File: config.mk
export PLATFORM = sky130hd
export DESIGN_NAME = uart_rx
export DESIGN_NICKNAME = d
export VERILOG_FILES = /design/src/hw/sys_ctrl_pkg.sv /design/src/hw/baud_timer.sv /design/src/hw/uart_rx.sv
export SDC_FILE = /design/constraint.sdc
export NUM_CORES = 1
export LEC_CHECK = 0
export BUFFER_PORTS_ARGS = -buffer_cell sky130_fd_sc_hd__buf_2
export CORE_UTILIZATION = 50
export CTS_BUF_LIST = sky130_fd_sc_hd__clkbuf_8
export DETAILED_ROUTE_END_ITERATION = 6
export PLACE_DENSITY = 0.74
export SETUP_SLACK_MARGIN = 0.3
export SLEW_MARGIN = 0
export SYNTH_ARGS = -nofsm -noshare
export SYNTH_HDL_FRONTEND = slang
export SYNTH_HIERARCHICAL = 1
export SYNTH_SLANG_ARGS = --single-unit
File: constraint.sdc
create_clock -name clk -period 1.8 [get_ports clk]
set_input_delay 0.09 -clock clk [delete_from_list [all_inputs] [get_ports clk]]
set_output_delay 0.09 -clock clk [all_outputs]
set_load 0.03 [all_outputs]
File: src/hw/sys_ctrl_pkg.sv
`default_nettype none

package sys_ctrl_pkg;

	localparam int CLKS_PER_BIT = 16; // One UART bit period
	localparam int BAUD_CNT_W = $clog2(CLKS_PER_BIT);

	// Reply queue in the transmitter, also the starting credit count
	localparam int TX_QUEUE_DEPTH = 4;
	localparam int QPTR_W = $clog2(TX_QUEUE_DEPTH);
	localparam int CREDIT_W = $clog2(TX_QUEUE_DEPTH + 1);

	typedef enum logic [7:0] {
		CMD_WRITE = 8'h01, // op, addr hi, addr lo, data
		CMD_READ  = 8'h02, // op, addr hi, addr lo
		CMD_HALT  = 8'h03,
		CMD_RUN   = 8'h04
	} cmd_op_t;

	localparam logic [7:0] REPLY_ACK = 8'hAA;
	localparam logic [7:0] REPLY_NAK = 8'hEE;

	typedef enum logic [2:0] {
		IDLE, GET_ADDR_HI, GET_ADDR_LO, GET_DATA,
		MEM_WRITE, MEM_READ, MEM_WAIT, SEND_REPLY
	} sys_state_t;

endpackage

`default_nettype wire

File: src/hw/baud_timer.sv
`default_nettype none
`timescale 1ns/100ps

module baud_timer (
	input  wire  clk,
	input  wire  rst,
	input  wire  run,
	output logic mid_tick,
	output logic bit_tick
);
	import sys_ctrl_pkg::*;

	logic [BAUD_CNT_W-1:0] cnt;

	// Count held at zero while idle so each frame starts aligned
	always_ff @(posedge clk) begin
		if (rst || !run) begin
			cnt <= '0;
		end else if (cnt == BAUD_CNT_W'(CLKS_PER_BIT - 1)) begin
			cnt <= '0;
		end else begin
			cnt <= cnt + 1'b1;
		end
	end

	assign mid_tick = run && (cnt == BAUD_CNT_W'(CLKS_PER_BIT / 2 - 1)); // Half period
	assign bit_tick = run && (cnt == BAUD_CNT_W'(CLKS_PER_BIT - 1)); // End of bit

endmodule

`default_nettype wire

File: src/hw/uart_rx.sv
`default_nettype none
`timescale 1ns/100ps

module uart_rx (
	input  wire        clk,
	input  wire        rst,
	input  wire        uart_rx,
	output logic [7:0] rx_data,
	output logic       rx_valid
);
	typedef enum logic [1:0] {RX_IDLE, RX_START, RX_DATA, RX_STOP} rx_state_t;

	rx_state_t state;
	logic rx_meta;
	logic rx_sync;
	logic [2:0] bit_cnt;
	logic mid_tick;

	baud_timer baud_timer_inst (
		.clk      (clk),
		.rst      (rst),
		.run      (state != RX_IDLE),
		.mid_tick (mid_tick),
		.bit_tick ()
	);

	always_ff @(posedge clk) begin
		if (rst) begin
			state    <= RX_IDLE;
			rx_meta  <= 1'b1;
			rx_sync  <= 1'b1;
			bit_cnt  <= '0;
			rx_valid <= 1'b0;
		end else begin
			rx_meta  <= uart_rx; // Two flop synchronizer
			rx_sync  <= rx_meta;
			rx_valid <= 1'b0;
			case (state)
				RX_IDLE: begin
					if (!rx_sync) state <= RX_START; // Falling start edge
				end
				RX_START: begin
					if (mid_tick) begin
						// A glitch shorter than half a bit is not a start bit
						state   <= rx_sync ? RX_IDLE : RX_DATA;
						bit_cnt <= '0;
					end
				end
				RX_DATA: begin
					if (mid_tick) begin
						bit_cnt <= bit_cnt + 1'b1;
						if (bit_cnt == 3'd7) state <= RX_STOP;
					end
				end
				RX_STOP: begin
					if (mid_tick) begin
						rx_valid <= rx_sync; // Low stop bit is a framing error
						state    <= RX_IDLE;
					end
				end
				default: state <= RX_IDLE;
			endcase
		end
	end

	// LSB first
	always_ff @(posedge clk) begin
		if (state == RX_DATA && mid_tick) rx_data <= {rx_sync, rx_data[7:1]};
	end

endmodule

`default_nettype wire

==> summary.md <==
| Metric | Value |
|---|---|
| Status | `finished clean` |
| Post-synthesis cell count | `64` |
| Peak supply drop | `between 0.0006 and 0.0007 V` |
| FF-to-FF path depth | `4` |
| MaxCap Viol Count | `0` |
| Slew Limit Headroom | `slightly above 80%` |
| RSZ-0062 raised after global routing | `no` |
| Die H | `slightly above 40 um` |
| Startpoint Class | `flip-flop` |
| Total Wirelength | `1510 um` |
| H-tree depth | `1` |
| Die area | `1710 um^2` |
| Final ANT Viol Nets | `0` |
| Worst reg2reg path startpoint | `baud_timer_inst/cnt[2]$_SDFF_PP0_` |
| Endpoints failing setup | `0` |
| Clock Skew | `just over 0.0006 ns` |
| Met3 WL post-DR | `~59 um` |
| Tmin final | `about 1.4 ns` |
| Final hold vios | `0` |
| 1st-iter DRT viols | `21` |
| Hold Crit Class | `input pin to flip-flop` |
| Post-DP HPWL | `960 um` |
| Filler Cells Inserted | `a little over 90` |
| YS warnings | `6` |
| Crit path max fanout | `8` |
| Via count | `roughly 580` |
| Count of TritonRoute iterations in the first routing pass | `4` |
| Mapped Area | `772 um^2` |
| Hold Crit Endpoint | `rx_meta$_SDFF_PP1_` |
| Die X | `just over 40 um` |
| CTS tree | `yes` |
| Period utilisation layout | `80.4%` |
| Clk root buf | `clkbuf_8` |
| Fmax achieved | `0.691 GHz` |
| Drt via density | `5.75` |
| Slew Viols, Final | `0` |
| Syn_nets | `70` |
| Final #Nets | `between 90 and 100` |
| Metal2 WL | `711 um` |
| Post-CTS Hold Fix Bufs | `0` |
| Pwr per Cell Area | `between 800 and 900 nW/um^2` |
| Crit path arrival time | `~1.4 ns` |
| Total global routing overflow | `0` |
| First-pass GRT wire length | `about 2000 um` |
| Post-Syn Area per Cell | `about 12 um^2` |
| Worst-Margin Slew | `around 0.26 ns` |
| Multi-input gate area | `roughly 300 um^2` |
| Worst hold margin | `just under 0.03 ns` |
| Reg area | `492 um^2` |
| Vias in the first global route | `between 400 and 500` |
| Routed met1 length | `just under 700 um` |
| Initial antenna violation count | `0` |
| CTS Buf Count | `3` |
| Crit end category | `flip-flop` |
| Wirelength per Cell | `approximately 15 um` |
| R2R Setup Slk | `~0.35 ns` |
| Largest net degree at the start of global routing | `12` |
| Reg-to-Reg End | `rx_data[1]$_DFFE_PP_` |
| DR DRC count | `0` |
| Cell Rows | `13` |
| Final Core Density | `a little over 70%` |
| Worst-path clk slew | `around 0.070 ns` |
| WHS Path Cells | `2` |
| I/O pin cnt | `12` |
| Initial Utilization | `a little under three fifths` |
| Area delta synth->final | `27.7%` |
| Gp weighted congestion | `0.757` |
| Port buffer count | `11` |
| Antenna Cells | `0` |
| Share of layout cells above drive strength 1 | `43.0%` |
| Total track usage | `a little under 20%` |
| Cell leakage power | `0.000386 uW` |
| Hold path start | `uart_rx` |
| Clock sink count | `20` |
| Highest routed layer | `met4` |
| Worst-Skew Late Latency | `approximately 0.25 ns` |
| Critical setup path kind | `flip-flop to flip-flop` |
| Total Neg Setup Slack | `0 ns` |
| CTS Buffer Depth | `2` |
| Core area | `1370 um^2` |
| Req. time, crit path | `approximately 1.7 ns` |
[cell usage in the layout, fill, tap and decap left out, drive strengths merged, types with 3 or more instances in the layout]
cell	count
a21oi	5
a311oi	3
buf	19
clkbuf	3
dfxtp	12
edfxtp	8
ha	3
inv	5
nand2	6
nor2	6
[sequential cells by signal, indices dropped and copies added, names as in the netlist, named ones only]
name	count
rx_valid	1
rx_sync	1
baud_timer_inst/cnt	4
state	1
rx_data	8
rx_meta	1
bit_cnt	3
[layout make-up]
cell class                      count  share of cell area [%]
Multi-Input combinational cell     39                    30.5
Clock inverter                      1                   0.381
Timing Repair Buffer               19                    11.7
Sequential cell                    20                    49.9
Tap cell                           15                    1.90
Clock buffer                        3                    4.19
Inverter                            4                    1.52
[how the worst max path moves through the flow]
stage                                            startpoint  slack (ns)  cells past startpoint                   end
after floorplan                       state[0]$_SDFFE_PP0P_        0.31                      7  rx_data[0]$_DFFE_PP_
after detailed placement  baud_timer_inst/cnt[0]$_SDFF_PP0_        0.20                      5  rx_data[3]$_DFFE_PP_
after global placement    baud_timer_inst/cnt[0]$_SDFF_PP0_        0.25                      5  rx_data[3]$_DFFE_PP_
after global routing      baud_timer_inst/cnt[2]$_SDFF_PP0_        0.29                      4  rx_data[3]$_DFFE_PP_
after CTS                 baud_timer_inst/cnt[0]$_SDFF_PP0_        0.31                      5  rx_data[3]$_DFFE_PP_
final                     baud_timer_inst/cnt[2]$_SDFF_PP0_        0.35                      4  rx_data[1]$_DFFE_PP_
[layer usage]
layer / track usage, % / vias up
met4: 14.5 / 0
met3: 4.79 / 4
li1: - / 279
met2: 30.9 / 20
met5: 0 / -
met1: 22.4 / 278
[critical path, stage by stage, from the launching register on]
cell and delay, ns:
dfxtp_1 0.46, nand3_2 0.15, nor2_4 0.17, nand2_2 0.10, nor2_4 0.25
[through the flow]
step                      power (uW)  setup WS, ns  std cells  instance area (um^2)
final                            801         0.354        101                   986
after global routing             835         0.292        101                   986
after CTS                        810         0.312         96                   928
after detailed placement         530         0.195         90                   866
after global placement           528         0.252         90                   866
after floorplan                  519         0.315         64                   796
[report_power, final]
part / switching [uW] / leakage [uW] / internal (uW)
clock: 131 / 0.0000269 / 151
combinational: 19.2 / 0.000188 / 18.6
sequential: 7.78 / 0.000172 / 473
total: 158 / 0.000386 / 643
[repair_timing]
item	4_1_cts	5_1_grt
pin swaps	2	4
setup buffers	2	5
resized for setup	2	6
setup endpoints to repair	9	11
Power figures use the tool's default switching activity.
