$ cat config.mk
export PLATFORM = sky130hd
export DESIGN_NAME = uart_tx
export DESIGN_NICKNAME = d
export VERILOG_FILES = /design/src/hw/sys_ctrl_pkg.sv /design/src/hw/baud_timer.sv /design/src/hw/uart_tx.sv
export SDC_FILE = /design/constraint.sdc
export NUM_CORES = 1
export LEC_CHECK = 0
export ABC_CLOCK_PERIOD_IN_PS = 2100
export BUFFER_PORTS_ARGS = -buffer_cell sky130_fd_sc_hd__buf_2
export CAP_MARGIN = 0
export CORE_UTILIZATION = 30
export CTS_CLUSTER_DIAMETER = 60
export CTS_CLUSTER_SIZE = 12
export DETAILED_ROUTE_END_ITERATION = 10
export GPL_ROUTABILITY_DRIVEN = 0
export PLACE_DENSITY = 0.47
export SETUP_SLACK_MARGIN = 0.02
export SYNTH_ARGS = -nofsm -noshare
export SYNTH_HDL_FRONTEND = slang
export SYNTH_SLANG_ARGS = --single-unit
export TNS_END_PERCENT = 100
$ cat constraint.sdc
create_clock -name clk -period 2.1 [get_ports clk]
set_input_delay 0.105 -clock clk [delete_from_list [all_inputs] [get_ports clk]]
set_output_delay 0.105 -clock clk [all_outputs]
set_load 0.01 [all_outputs]
$ cat src/hw/sys_ctrl_pkg.sv
`default_nettype none

package sys_ctrl_pkg;

	localparam int CLKS_PER_BIT = 16; // One UART bit period
	localparam int BAUD_CNT_W = $clog2(CLKS_PER_BIT);

	// Reply queue in the transmitter, also the starting credit count
	localparam int TX_QUEUE_DEPTH = 4;
	localparam int QPTR_W = $clog2(TX_QUEUE_DEPTH);
	localparam int CREDIT_W = $clog2(TX_QUEUE_DEPTH + 1);

	typedef enum logic [7:0] {
		CMD_WRITE = 8'h01, // op, addr hi, addr lo, data
		CMD_READ  = 8'h02, // op, addr hi, addr lo
		CMD_HALT  = 8'h03,
		CMD_RUN   = 8'h04
	} cmd_op_t;

	localparam logic [7:0] REPLY_ACK = 8'hAA;
	localparam logic [7:0] REPLY_NAK = 8'hEE;

	typedef enum logic [2:0] {
		IDLE, GET_ADDR_HI, GET_ADDR_LO, GET_DATA,
		MEM_WRITE, MEM_READ, MEM_WAIT, SEND_REPLY
	} sys_state_t;

endpackage

`default_nettype wire

$ cat src/hw/baud_timer.sv
`default_nettype none
`timescale 1ns/100ps

module baud_timer (
	input  wire  clk,
	input  wire  rst,
	input  wire  run,
	output logic mid_tick,
	output logic bit_tick
);
	import sys_ctrl_pkg::*;

	logic [BAUD_CNT_W-1:0] cnt;

	// Count held at zero while idle so each frame starts aligned
	always_ff @(posedge clk) begin
		if (rst || !run) begin
			cnt <= '0;
		end else if (cnt == BAUD_CNT_W'(CLKS_PER_BIT - 1)) begin
			cnt <= '0;
		end else begin
			cnt <= cnt + 1'b1;
		end
	end

	assign mid_tick = run && (cnt == BAUD_CNT_W'(CLKS_PER_BIT / 2 - 1)); // Half period
	assign bit_tick = run && (cnt == BAUD_CNT_W'(CLKS_PER_BIT - 1)); // End of bit

endmodule

`default_nettype wire

$ cat src/hw/uart_tx.sv
`default_nettype none
`timescale 1ns/100ps

module uart_tx (
	input  wire       clk,
	input  wire       rst,
	input  wire [7:0] tx_data,
	input  wire       tx_push,
	output logic      tx_credit,
	input  wire       uart_rts,
	output logic      uart_tx
);
	import sys_ctrl_pkg::*;

	logic [7:0] queue [TX_QUEUE_DEPTH];
	logic [QPTR_W-1:0] wr_ptr, rd_ptr;
	logic [CREDIT_W-1:0] q_count;
	logic q_full, q_empty, pop, busy, bit_tick;
	logic [8:0] shift; // Data bits then stop bit
	logic [3:0] bit_idx;

	baud_timer baud_timer_inst (
		.clk      (clk),
		.rst      (rst),
		.run      (busy),
		.mid_tick (),
		.bit_tick (bit_tick)
	);

	assign q_empty = (q_count == '0);
	assign q_full = (q_count == CREDIT_W'(TX_QUEUE_DEPTH));
	assign pop = !busy && !q_empty && uart_rts; // Only between frames
	assign tx_credit = pop; // Slot freed as the byte leaves the queue

	always_ff @(posedge clk) begin
		if (rst) begin
			wr_ptr  <= '0;
			rd_ptr  <= '0;
			q_count <= '0;
			busy    <= 1'b0;
			bit_idx <= '0;
			uart_tx <= 1'b1; // Line idles high
		end else begin
			if (tx_push) wr_ptr <= wr_ptr + 1'b1;
			if (pop) rd_ptr <= rd_ptr + 1'b1;
			case ({tx_push, pop})
				2'b10:   q_count <= q_count + 1'b1;
				2'b01:   q_count <= q_count - 1'b1;
				default: q_count <= q_count;
			endcase

			if (pop) begin
				busy    <= 1'b1;
				bit_idx <= '0;
				uart_tx <= 1'b0; // Start bit
			end else if (busy && bit_tick) begin
				if (bit_idx == 4'd9) begin
					busy    <= 1'b0; // Stop bit done
					uart_tx <= 1'b1;
				end else begin
					uart_tx <= shift[0];
					bit_idx <= bit_idx + 1'b1;
				end
			end
		end
	end

	always_ff @(posedge clk) begin
		if (tx_push) queue[wr_ptr] <= tx_data;
		if (pop) begin
			shift <= {1'b1, queue[rd_ptr]};
		end else if (busy && bit_tick) begin
			shift <= {1'b1, shift[8:1]};
		end
	end

	// The sender's credit count must keep it from overrunning the queue
	a_no_push_when_full: assert property (@(posedge clk) disable iff (rst)
		tx_push |-> !q_full)
		else $error("uart_tx: push into a full queue");

endmodule

`default_nettype wire

==> results.sh <==
export IMPL_syn_avg_cell_area_um2=15.3
export IMPL_p_clk_share_pct=32.9
export IMPL_worstSetupPathType="flip-flop to flip-flop"
export IMPL_cts_root_buffer_cell="clkbuf_8"
export IMPL_insertion_delay_ps=330
export IMPL_ys_ff_latch=59
export IMPL_powerDensity_nw_per_um2=1100
export IMPL_vias=1316
export IMPL_report_final_setup_viol=0
export IMPL_antenna_found_initial=0
export IMPL_peakVddDrop_mv=0.419
export IMPL_fmax_mhz=519
export IMPL_grt_max_degree=14
export IMPL_boundaryPins=14
export IMPL_dp_cells=272
export IMPL_p_sw_share_pct=28.2
export IMPL_finalHoldViolCount=0
export IMPL_tightestPinTransition_ps=522
export IMPL_switching_power_uw=901
export IMPL_die_h_um=92.0
export IMPL_hpwl_mm=2.78
export IMPL_clock_skew_ps=4.55
export IMPL_hp_class="primary input to flip-flop"
export IMPL_postCtsSetupRepairBufs=0
export IMPL_viasPerCell=4.45
export IMPL_synthesis_area_um2=2430
export IMPL_antenna_left=0
export IMPL_syn_nets=180
export IMPL_synthMuxAreaShare_pct=12.0
export IMPL_synth_cell_types=31
export IMPL_tritoncts="done"
export IMPL_critPathLaunchType="flip-flop"
export IMPL_timing_final_crit_share_pct=91.7
export IMPL_area_delta_synth_final_pct=19.3
export IMPL_nets=210
export IMPL_grt_usage_pct=10.6
export IMPL_worstPathMaxFanout=9
export IMPL_cts_made_buffers=9
export IMPL_core_um2=7770
export IMPL_worstPathRequired_ps=2370
export IMPL_tns_ps=0
export IMPL_min_period_ps=1930
export IMPL_crit_path_end_kind="flip-flop"
export IMPL_final_core_util_pct=37.3
export IMPL_drc=0
export IMPL_combPwrFrac_pct=20.4
export IMPL_synth_xor_area_share_pct=1.80
export IMPL_clock_path_buffers=2
export IMPL_leakagePower_uw=0.00102
export IMPL_layout_drive_gt1_share_pct=23.2
export IMPL_wl_per_cell_um=13.4
export IMPL_rows=32
export IMPL_synth_adder_area_share_pct=4.94
export IMPL_path_clk_slew_ps=70
export IMPL_intPower_uw=2300
export IMPL_netlist_instances=159
export IMPL_fin_cells=296
export IMPL_insertedDiodeCount=0
export IMPL_start_util_pct=31.3
export IMPL_drt_iter0_drc=47
export IMPL_die_area_um2=8460
export IMPL_slew_violations=0
export IMPL_yosys_area_share_simple_pct=8.03
export IMPL_yosysWarnings=0
export IMPL_synth_top_family_by_area="multiplexers"
export IMPL_final_area_um2=2900
export IMPL_drtPass1Iterations=4
export IMPL_postCtsResizedCells=0
export IMPL_overflow=0
export IMPL_grt_pass1_vias=1358
export IMPL_h_tree_depth=3
export IMPL_yosysSeqAreaShare_pct=65.1
export IMPL_die_x_um=92.0
export IMPL_clock_sinks=59
export IMPL_maxCapViolCount=0
export IMPL_holdWs_ps=61.0
export IMPL_status="finished, final reports clean"
export IMPL_rsz0062_at_grt="no"
export IMPL_maxSlewHeadroom_pct=64.8
export IMPL_wl_mm=3.98
export IMPL_p_seq_share_pct=46.7
export IMPL_synth_compound_area_share_pct=4.84
export IMPL_portBuffers=13
export IMPL_arrival_ps=2190
export IMPL_grt_first_pass_wirelength_mm=6.59
export IMPL_postPlaceCellArea_um2=2610
[cell type report]
type                    count  area [µm²]
flip-flops and latches     59        1580
repair buffers             24         168
fillers                   770        4870
well taps                 102         128
multi-input cells          83         768
clock buffers               9         124
clock inverters             7        83.8
inverters                  12        45.0
[cells in the mapped netlist (all sizes together)]
library cell  instances  area [µm²]
edfxtp               40        1200
dfxtp                19         380
inv                  12        45.0
nor2                 11        48.8
a21oi                 9        45.0
ha                    8         100
mux4                  8         203
o21ai                 8        40.0
mux2                  7        78.8
or3                   6        37.5
and2                  4        25.0
nand3                 4        20.0
buf                   3        27.5
xor2                  3        26.3
clkbuf                2        7.51
or4                   2        15.0
xnor2                 2        17.5
a21bo                 1        10.0
and3b                 1        8.76
fa                    1        20.0
mux2i                 1        10.0
nand2                 1        3.75
nand2b                1        13.8
nand4                 1        6.26
nor3                  1        16.3
o221ai                1        8.76
o22ai                 1        6.26
o31ai                 1        7.51
[routing by layer]
metal	vias to the layer above	track usage (%)	share of wire (%)
met1	638	12.5	45
met3	6	3.48	3.1
li1	653	-	-
met4	0	4.69	1.1
met5	-	0	0
met2	19	17.5	51
[cells in the final DEF (no fill, tap or decap), drive strengths merged, types with 2 or more instances in the layout]
cell         synthesis  final
edfxtp              40     40
dfxtp               19     19
buf                  3     16
inv                 12     16
nor2                11     11
a21oi                9      9
clkbuf               2      9
o21ai                8      8
ha                   8      8
dlygate4sd3          0      8
mux4                 8      8
mux2                 7      7
or3                  6      6
and2                 4      4
nand3                4      4
xor2                 3      3
xnor2                2      2
or4                  2      2
[state kept, by name, indices dropped and copies added, names as in the netlist, named ones only]
register,count
baud_timer_inst.cnt,4
bit_idx,4
busy,1
q_count,3
queue,32
rd_ptr,2
shift,8
uart_tx,1
wr_ptr,2
[path summary, 6_finish.rpt]
check | start | endpoint | slack, ps | cells after the start
min reg2reg | baud_timer_inst.cnt[0]$_SDFF_PP0_ | baud_timer_inst.cnt[0]$_SDFF_PP0_ | 460 | 1
min | rst | q_count[2]$_SDFFE_PP0P_ | 60 | 2
max | busy$_SDFFE_PP0P_ | q_count[2]$_SDFFE_PP0P_ | 170 | 8
max reg2reg | busy$_SDFFE_PP0P_ | q_count[2]$_SDFFE_PP0P_ | 170 | 8
[cell families (layout without fill, tap and decap cells)]
family | Yosys count | count (layout)
AO/OA/AOI/OAI | 21 | 21
buffers and inverters | 17 | 52
XOR/XNOR | 5 | 5
adder cells (fa/ha/maj) | 9 | 9
multiplexers | 16 | 16
flip-flops | 59 | 59
AND/OR/NAND/NOR | 32 | 32
[power groups by stage]
stage / registers, µW / logic (µW) / clock network [µW]
global placement: 1510 / 619 / 0
floorplan: 1500 / 497 / 0
global route: 1510 / 736 / 1150
detailed placement: 1520 / 650 / 0
CTS: 1500 / 666 / 1100
finish: 1490 / 652 / 1050
[stage by stage]
stage                     power, µW  setup WS [ps]
after CTS                      3260            164
after floorplan                2000           21.6
after global placement         2130            244
after detailed placement       2170            206
final                          3200            175
after global routing           3400           21.5
[what timing repair did]
item | 4_1_cts | 5_1_grt
endpoints found under the hold margin | 32 | 0
hold buffers | 8 | 0
setup endpoints to repair | 0 | 0
[worst max-delay path, stage by stage, from the launching register on]
cell,delay [ps]
dfxtp_1,340
nand2b_4,180
nor2_4,120
ha_1,190
inv_1,60
fa_1,370
xor2_1,150
or3_1,310
a21oi_1,130
Note: power is estimated with default switching activity, not from simulation.
