**src/hw/nes_bus_pkg.sv**
```systemverilog
`default_nettype none

package nes_bus_pkg;

	// 6502 bus widths
	localparam int ADDR_W = 16;
	localparam int DATA_W = 8;

	// Work RAM, 2 KB mirrored four times below 0x2000
	localparam int RAM_DEPTH = 2048;
	localparam int RAM_ADDR_W = $clog2(RAM_DEPTH);
	localparam logic [ADDR_W-1:0] RAM_MIRROR_END = 16'h1FFF;

	localparam logic [ADDR_W-1:0] JOY1_ADDR = 16'h4016; // Player 1 pad
	localparam logic [ADDR_W-1:0] JOY2_ADDR = 16'h4017; // Player 2 pad

	// Value seen on reads of unmapped space
	localparam logic [DATA_W-1:0] OPEN_BUS_DATA = 8'h00;

endpackage

`default_nettype wire

```
**src/hw/sys_ctrl_pkg.sv**
```systemverilog
`default_nettype none

package sys_ctrl_pkg;

	localparam int CLKS_PER_BIT = 16; // One UART bit period
	localparam int BAUD_CNT_W = $clog2(CLKS_PER_BIT);

	// Reply queue in the transmitter, also the starting credit count
	localparam int TX_QUEUE_DEPTH = 4;
	localparam int QPTR_W = $clog2(TX_QUEUE_DEPTH);
	localparam int CREDIT_W = $clog2(TX_QUEUE_DEPTH + 1);

	typedef enum logic [7:0] {
		CMD_WRITE = 8'h01, // op, addr hi, addr lo, data
		CMD_READ  = 8'h02, // op, addr hi, addr lo
		CMD_HALT  = 8'h03,
		CMD_RUN   = 8'h04
	} cmd_op_t;

	localparam logic [7:0] REPLY_ACK = 8'hAA;
	localparam logic [7:0] REPLY_NAK = 8'hEE;

	typedef enum logic [2:0] {
		IDLE, GET_ADDR_HI, GET_ADDR_LO, GET_DATA,
		MEM_WRITE, MEM_READ, MEM_WAIT, SEND_REPLY
	} sys_state_t;

endpackage

`default_nettype wire

```
**src/hw/mem_bus_if.sv**
```systemverilog
`default_nettype none
`timescale 1ns/100ps

interface mem_bus_if;
	import nes_bus_pkg::*;

	logic [ADDR_W-1:0] addr;
	logic [DATA_W-1:0] wdata;
	logic [DATA_W-1:0] rdata; // Valid the cycle after re
	logic we;
	logic re;

	// System controller side
	modport master (output addr, wdata, we, re, input rdata);

	// Memory controller side
	modport slave (input addr, wdata, we, re, output rdata);

endinterface

`default_nettype wire

```
**src/hw/sys_ctrl_fsm.sv**
```systemverilog
`default_nettype none
`timescale 1ns/100ps

module sys_ctrl_fsm (
	input  wire        clk,
	input  wire        rst,
	input  wire  [7:0] rx_data,
	input  wire        rx_valid,
	output logic [7:0] tx_data,
	output logic       tx_push,
	input  wire        tx_credit,
	mem_bus_if.master  mem,
	output logic       cpu_halt,
	output logic [nes_bus_pkg::ADDR_W-1:0] sys_addr
);
	import nes_bus_pkg::*;
	import sys_ctrl_pkg::*;

	sys_state_t state;
	cmd_op_t op;
	logic [ADDR_W-1:0] addr;
	logic [DATA_W-1:0] wdata;
	logic [CREDIT_W-1:0] credits; // Free slots in the transmit queue

	assign mem.addr = addr;
	assign mem.wdata = wdata;
	assign mem.we = (state == MEM_WRITE);
	assign mem.re = (state == MEM_READ);
	assign tx_push = (state == SEND_REPLY) && (credits != '0);

	always_ff @(posedge clk) begin
		if (rst) begin
			credits <= CREDIT_W'(TX_QUEUE_DEPTH);
		end else begin
			case ({tx_credit, tx_push})
				2'b10:   credits <= credits + 1'b1;
				2'b01:   credits <= credits - 1'b1;
				default: credits <= credits;
			endcase
		end
	end

	always_ff @(posedge clk) begin
		if (rst) begin
			state    <= IDLE;
			cpu_halt <= 1'b0;
			sys_addr <= '0;
		end else begin
			case (state)
				IDLE: begin
					if (rx_valid) begin
						case (rx_data)
							CMD_WRITE, CMD_READ: state <= GET_ADDR_HI;
							CMD_HALT: begin
								cpu_halt <= 1'b1;
								state    <= SEND_REPLY;
							end
							CMD_RUN: begin
								cpu_halt <= 1'b0;
								state    <= SEND_REPLY;
							end
							default: state <= SEND_REPLY; // Unknown opcode
						endcase
					end
				end
				GET_ADDR_HI: if (rx_valid) state <= GET_ADDR_LO;
				GET_ADDR_LO: begin
					if (rx_valid) begin
						if (op == CMD_WRITE) state <= GET_DATA;
						else state <= cpu_halt ? MEM_READ : SEND_REPLY;
					end
				end
				GET_DATA: if (rx_valid) state <= cpu_halt ? MEM_WRITE : SEND_REPLY;
				MEM_WRITE: begin
					sys_addr <= addr;
					state    <= SEND_REPLY;
				end
				MEM_READ: begin
					sys_addr <= addr;
					state    <= MEM_WAIT;
				end
				MEM_WAIT: state <= SEND_REPLY; // rdata lands this cycle
				SEND_REPLY: if (credits != '0) state <= IDLE; // Wait for a free slot
				default: state <= IDLE;
			endcase
		end
	end

	// Command fields and the reply byte
	always_ff @(posedge clk) begin
		case (state)
			IDLE: begin
				if (rx_valid) begin
					op      <= cmd_op_t'(rx_data);
					tx_data <= (rx_data == CMD_HALT || rx_data == CMD_RUN) ?
						REPLY_ACK : REPLY_NAK;
				end
			end
			GET_ADDR_HI: if (rx_valid) addr[ADDR_W-1:8] <= rx_data;
			GET_ADDR_LO: begin
				if (rx_valid) begin
					addr[7:0] <= rx_data;
					tx_data   <= REPLY_NAK; // Kept only if the CPU is running
				end
			end
			GET_DATA: begin
				if (rx_valid) begin
					wdata   <= rx_data;
					tx_data <= REPLY_NAK;
				end
			end
			MEM_WRITE: tx_data <= REPLY_ACK;
			MEM_WAIT: tx_data <= mem.rdata;
			default: ;
		endcase
	end

	// Credits come back only for bytes actually pushed
	a_credit_bound: assert property (@(posedge clk) disable iff (rst)
		credits <= CREDIT_W'(TX_QUEUE_DEPTH))
		else $error("sys_ctrl_fsm: credit count above queue depth");

	a_single_access: assert property (@(posedge clk) disable iff (rst)
		(mem.we || mem.re) |-> !(mem.we && mem.re) ##1 !(mem.we || mem.re))
		else $error("sys_ctrl_fsm: overlapping or stretched memory access");

endmodule

`default_nettype wire

```
**src/flat_wrapper.sv**
```systemverilog
// flat-port wrapper written by rule: the top's interface ports become plain ports
module sys_ctrl_fsm_flat import nes_bus_pkg::*; import sys_ctrl_pkg::*;
  (clk, rst, rx_data, rx_valid, tx_data, tx_push, tx_credit, cpu_halt, sys_addr, mem_addr, mem_wdata, mem_we, mem_re, mem_rdata);
  mem_bus_if mem_i ();
  input  wire clk;
  input  wire rst;
  input  wire  [7:0] rx_data;
  input  wire rx_valid;
  output logic [7:0] tx_data;
  output logic tx_push;
  input  wire tx_credit;
  output logic cpu_halt;
  output logic [nes_bus_pkg::ADDR_W-1:0] sys_addr;
  output wire logic [$bits(mem_i.addr)-1:0] mem_addr;
  output wire logic [$bits(mem_i.wdata)-1:0] mem_wdata;
  output wire logic [$bits(mem_i.we)-1:0] mem_we;
  output wire logic [$bits(mem_i.re)-1:0] mem_re;
  input wire logic [$bits(mem_i.rdata)-1:0] mem_rdata;
  assign mem_addr = mem_i.addr;
  assign mem_wdata = mem_i.wdata;
  assign mem_we = mem_i.we;
  assign mem_re = mem_i.re;
  assign mem_i.rdata = mem_rdata;
  sys_ctrl_fsm u_core (.clk(clk), .rst(rst), .rx_data(rx_data), .rx_valid(rx_valid), .tx_data(tx_data), .tx_push(tx_push), .tx_credit(tx_credit), .mem(mem_i), .cpu_halt(cpu_halt), .sys_addr(sys_addr));
endmodule
```
**config.mk**
```make
export PLATFORM = sky130hd
export DESIGN_NAME = sys_ctrl_fsm_flat
export DESIGN_NICKNAME = d
export VERILOG_FILES = /design/src/hw/nes_bus_pkg.sv /design/src/hw/sys_ctrl_pkg.sv /design/src/hw/mem_bus_if.sv /design/src/hw/sys_ctrl_fsm.sv /design/src/flat_wrapper.sv
export SDC_FILE = /design/constraint.sdc
export NUM_CORES = 1
export LEC_CHECK = 0
export BUFFER_PORTS_ARGS = -buffer_cell sky130_fd_sc_hd__buf_2
export CORE_UTILIZATION = 50
export DETAILED_ROUTE_END_ITERATION = 8
export PLACE_DENSITY = 0.78
export SYNTH_ARGS = -nofsm -noshare
export SYNTH_HDL_FRONTEND = slang
export SYNTH_SLANG_ARGS = --single-unit
export TNS_END_PERCENT = 50
```
**constraint.sdc**
```tcl
create_clock -name clk -period 3.4 [get_ports clk]
set_input_delay 0.68 -clock clk [delete_from_list [all_inputs] [get_ports clk]]
set_output_delay 0.68 -clock clk [all_outputs]
set_load 0.005 [all_outputs]
```
==> metrics list <==
- Leakage: between 1 and 1.5 nW
- Headroom to the max-slew limit came out at around 49%.
- Ant diodes: 0
* Number of max-slew violations in the final report: 0
- Registers take approximately 0.0017 sq mm.
- Clk sinks: 63
- First DRT Iteration DRCs: between 80 and 90
* Fin crit share: 74.05%
- From bottom edge to top edge, the die measures about 72 um.
- Port Buffers: between 70 and 80
- Clock edge transition at the registers on the reported setup and hold paths: ~60 ps
* Number of setup buffers added after CTS: 0
- Yosys warning total: 0
- Clock group share of total power: between 30% and 40%
- Total wire length after detailed routing: between 4 and 5 mm
* Via count: between 1,500 and 2,000
* Mean Syn Cell Area: about 12 sq um
* Data required, critical path: roughly 3600 ps
* Maximum number of pins on one net before global-route repair: 25
- The analysis attributes to net switching a power of between 300 and 400 uW.
- In the routed design, unresolved DRC markers number 0.
* Final TNS setup: 0 ps
* Setup Skew: roughly 5.6 ps
- Number of clock buffers inserted by TritonCTS: 9
- The core region is roughly 0.0047 sq mm.
- Post-Place Setup Slack: between 900 and 1000 ps
- Sequential cells burn around half of the power.
- Count of state elements after synthesis: between 60 and 70
- Commonest non-fill, non-tap cells in the layout: sky130_fd_sc_hd__buf_2 (71), sky130_fd_sc_hd__edfxtp_1 (40), sky130_fd_sc_hd__nand2_1 (35)
* Multi-input gate area: between 600 and 700 sq um
* Unique masters post-synth: 40
- Wire per inst: approximately 14 um
- CTS H-tree depth: 3
- Fin. Hold Viols: 0
- Counting the fill cells in the layout gives approximately 380.
- The clock passes through at most 2 buffers.
* Wire length of the first global-routing pass: around 7.4 mm
- Max-cap violations in this run came to 0.
- In this run switching power makes up 22.83% of total power.
- Synthesized area: roughly 0.0024 sq mm
- Floorplan row count: 25
- Synth Instances: between 200 and 250
- The congestion estimate from routability-driven global placement came to 0.7763.
- Die footprint: slightly above 0.005 sq mm
- Once detailed placement completed, the half-perimeter wirelength came to between 3 and 4 mm.
- Setup repair after global routing left no endpoint under its margin.
- The share of the Yosys chip area taken by registers is 68.31%.
* Sort of element at the end of the critical path: register
- At the later pin of the worst-skew pair, clock insertion delay measures 330 ps.
* Number of placed I/O pins: 72
* Worst vdd rail ir drop: around 0.00029 V
- The number of global-route vias before repair is around 1,600.
- The path class of the tightest hold or removal check is register to register.
- Flip-flop cell with the highest count after synthesis: sky130_fd_sc_hd__edfxtp_1
- After layout, the minimum clock period comes to approximately 2500 ps.
- Using the TritonRoute via totals, the vias-per-cell ratio works out to ~5.2.
* Hold Path Stages: 2
- Number of antenna violations at the first check in global routing: 0
* Status: finished, final reports clean
- Overall overflow remaining after global route: 0
* Initial cell density of the core: 51.84%
- The share of total power dissipated in combinational logic is 9.1%.
- Hold repair after CTS inserted 0 buffers.
- Crit start category: register
- Cell depth of the worst flop-to-flop path: 8
* Clk Tree Root Cell: sky130_fd_sc_hd__clkbuf_8
* Setup Viol. Count Final: 0
- Minimum hold slack: 452.4 ps
- Number of nets in the layout: about 300
- Gates resized during post-CTS repair numbered 0.
- From left edge to right edge, the die measures 71.75 um.
- Fraction of synthesis flops using an asynchronous set or reset pin: 0%
- Detailed-routing iteration count for the pre-antenna-repair pass: 4
- CTS tree: built
* Post-synth EDFFs: 40
- Pint: approximately 1.3 mW
- Fraction of layout cells with a size suffix above 1: between 30% and 40%
* Type of the worst setup path: register to register
- Overall Global Routing Usage: 20.02%
- Slew at the pin with the worst max-slew slack: around 770 ps
* Maximum clock frequency: between 300 and 400 MHz
- Layout overhead on the synthesized area: 24.90%
- Setup slack on the critical path of the routed design comes to 882.2 ps.
- Leaving out fill and tap cells, the most frequent cell in the layout is sky130_fd_sc_hd__buf_2.
- Of all nets on the critical path, the largest fanout is 18.
- At the worst endpoint, the arrival time is 2730 ps.
- The number of nets in the synthesized netlist is roughly 230.
- PwrDens: approximately 570 mW/mm^2
- In this run the remaining antenna-violating nets after routing total 0.
==> cell usage after synthesis (all sizes together) (2+ instances only) <==
master / instances / area, sq um
edfxtp: 40 / 1201
nand2: 35 / 131.4
dfxtp: 23 / 460.4
a21oi: 19 / 95.09
nor2: 12 / 52.55
inv: 8 / 30.03
buf: 6 / 28.77
clkbuf: 6 / 22.52
nand2b: 6 / 37.54
nor3: 5 / 25.02
nor3b: 4 / 35.03
or2: 4 / 25.02
a21o: 3 / 22.52
nand3: 3 / 15.01
nor2b: 3 / 18.77
o21ai: 3 / 15.01
a311oi: 2 / 17.52
nor4: 2 / 18.77
o22ai: 2 / 12.51
xor2: 2 / 17.52
==> worst max-delay path, stage by stage (launching register included) <==
cell and delay (ps):
sky130_fd_sc_hd__dfxtp_1 680, sky130_fd_sc_hd__nand3_1 180, sky130_fd_sc_hd__nor2_1 160, sky130_fd_sc_hd__ha_1 200, sky130_fd_sc_hd__inv_1 60, sky130_fd_sc_hd__fa_1 370, sky130_fd_sc_hd__xor2_1 160, sky130_fd_sc_hd__o21ai_0 130
sky130_fd_sc_hd__or3b_2 450
==> power groups by stage <==
stage / registers, mW / logic (mW) / clock network (mW)
after floorplan: 0.897 / 0.105 / 0
after global placement: 0.910 / 0.155 / 0
after detailed placement: 0.913 / 0.158 / 0
after CTS: 0.896 / 0.159 / 0.687
after global routing: 0.903 / 0.176 / 0.712
final: 0.897 / 0.157 / 0.674
==> cells by family after synthesis <==
kind of cell	count (synthesis)	share of synthesized area (%)
DFF	63	68.31
and+or+nand+nor	81	17.03
buffers and inverters	20	3.343
adders and majority gates	2	1.337
AOI/OAI and AO/OA	35	8.899
xor gates and xnor gates	3	1.080
==> state kept, by name (all words and copies together) (netlist names) <==
register	cells
u_core.mem.addr	16
u_core.credits	3
u_core.tx_data	8
u_core.mem.wdata	8
u_core.state	3
u_core.cpu_halt	1
u_core.sys_addr	16
u_core.op	8
==> metrics by stage <==
stage	area (sq um)	cells	total power, mW	utilization [%]
3_5_place_dp	2826	320	1.070	60.24
2_1_floorplan	2432	204	1.002	-
3_3_place_gp	2826	320	1.065	60.24
5_1_grt	3038	336	1.791	64.75
6_report	3038	336	1.728	64.75
4_1_cts	3038	336	1.743	64.75
==> layout make-up <==
cell class / instances / area share [%]
clock inverters: 2 / 1.236
multi-input cells: 121 / 22.69
repair buffers: 74 / 12.44
inverters: 8 / 0.9885
well taps: 54 / 2.224
clock buffers: 14 / 5.725
flip-flops and latches: 63 / 54.70
==> path summary, 6_finish.rpt <==
| check | from | endpoint | slack [ps] |
|---|---|---|---|
| worst max-delay path | u_core.state[1]$_SDFFE_PP0P_ | u_core.credits[2]$_SDFFE_PP1P_ | 880 |
| worst min-delay path | u_core.sys_addr[2]$_SDFFE_PP0P_ | u_core.sys_addr[2]$_SDFFE_PP0P_ | 450 |
| worst max register to register | u_core.state[1]$_SDFFE_PP0P_ | u_core.credits[2]$_SDFFE_PP1P_ | 880 |
| worst min register to register | u_core.sys_addr[2]$_SDFFE_PP0P_ | u_core.sys_addr[2]$_SDFFE_PP0P_ | 450 |
==> metal layers <==
layer	GRT usage, %	wire length [um]	vias up
met3	5.907	210	8
met5	0	0	-
met2	30.40	2280	59
met4	10.46	79	0
met1	26.16	2147	812
li1	-	-	860
Note: power is estimated with default switching activity, not from simulation.
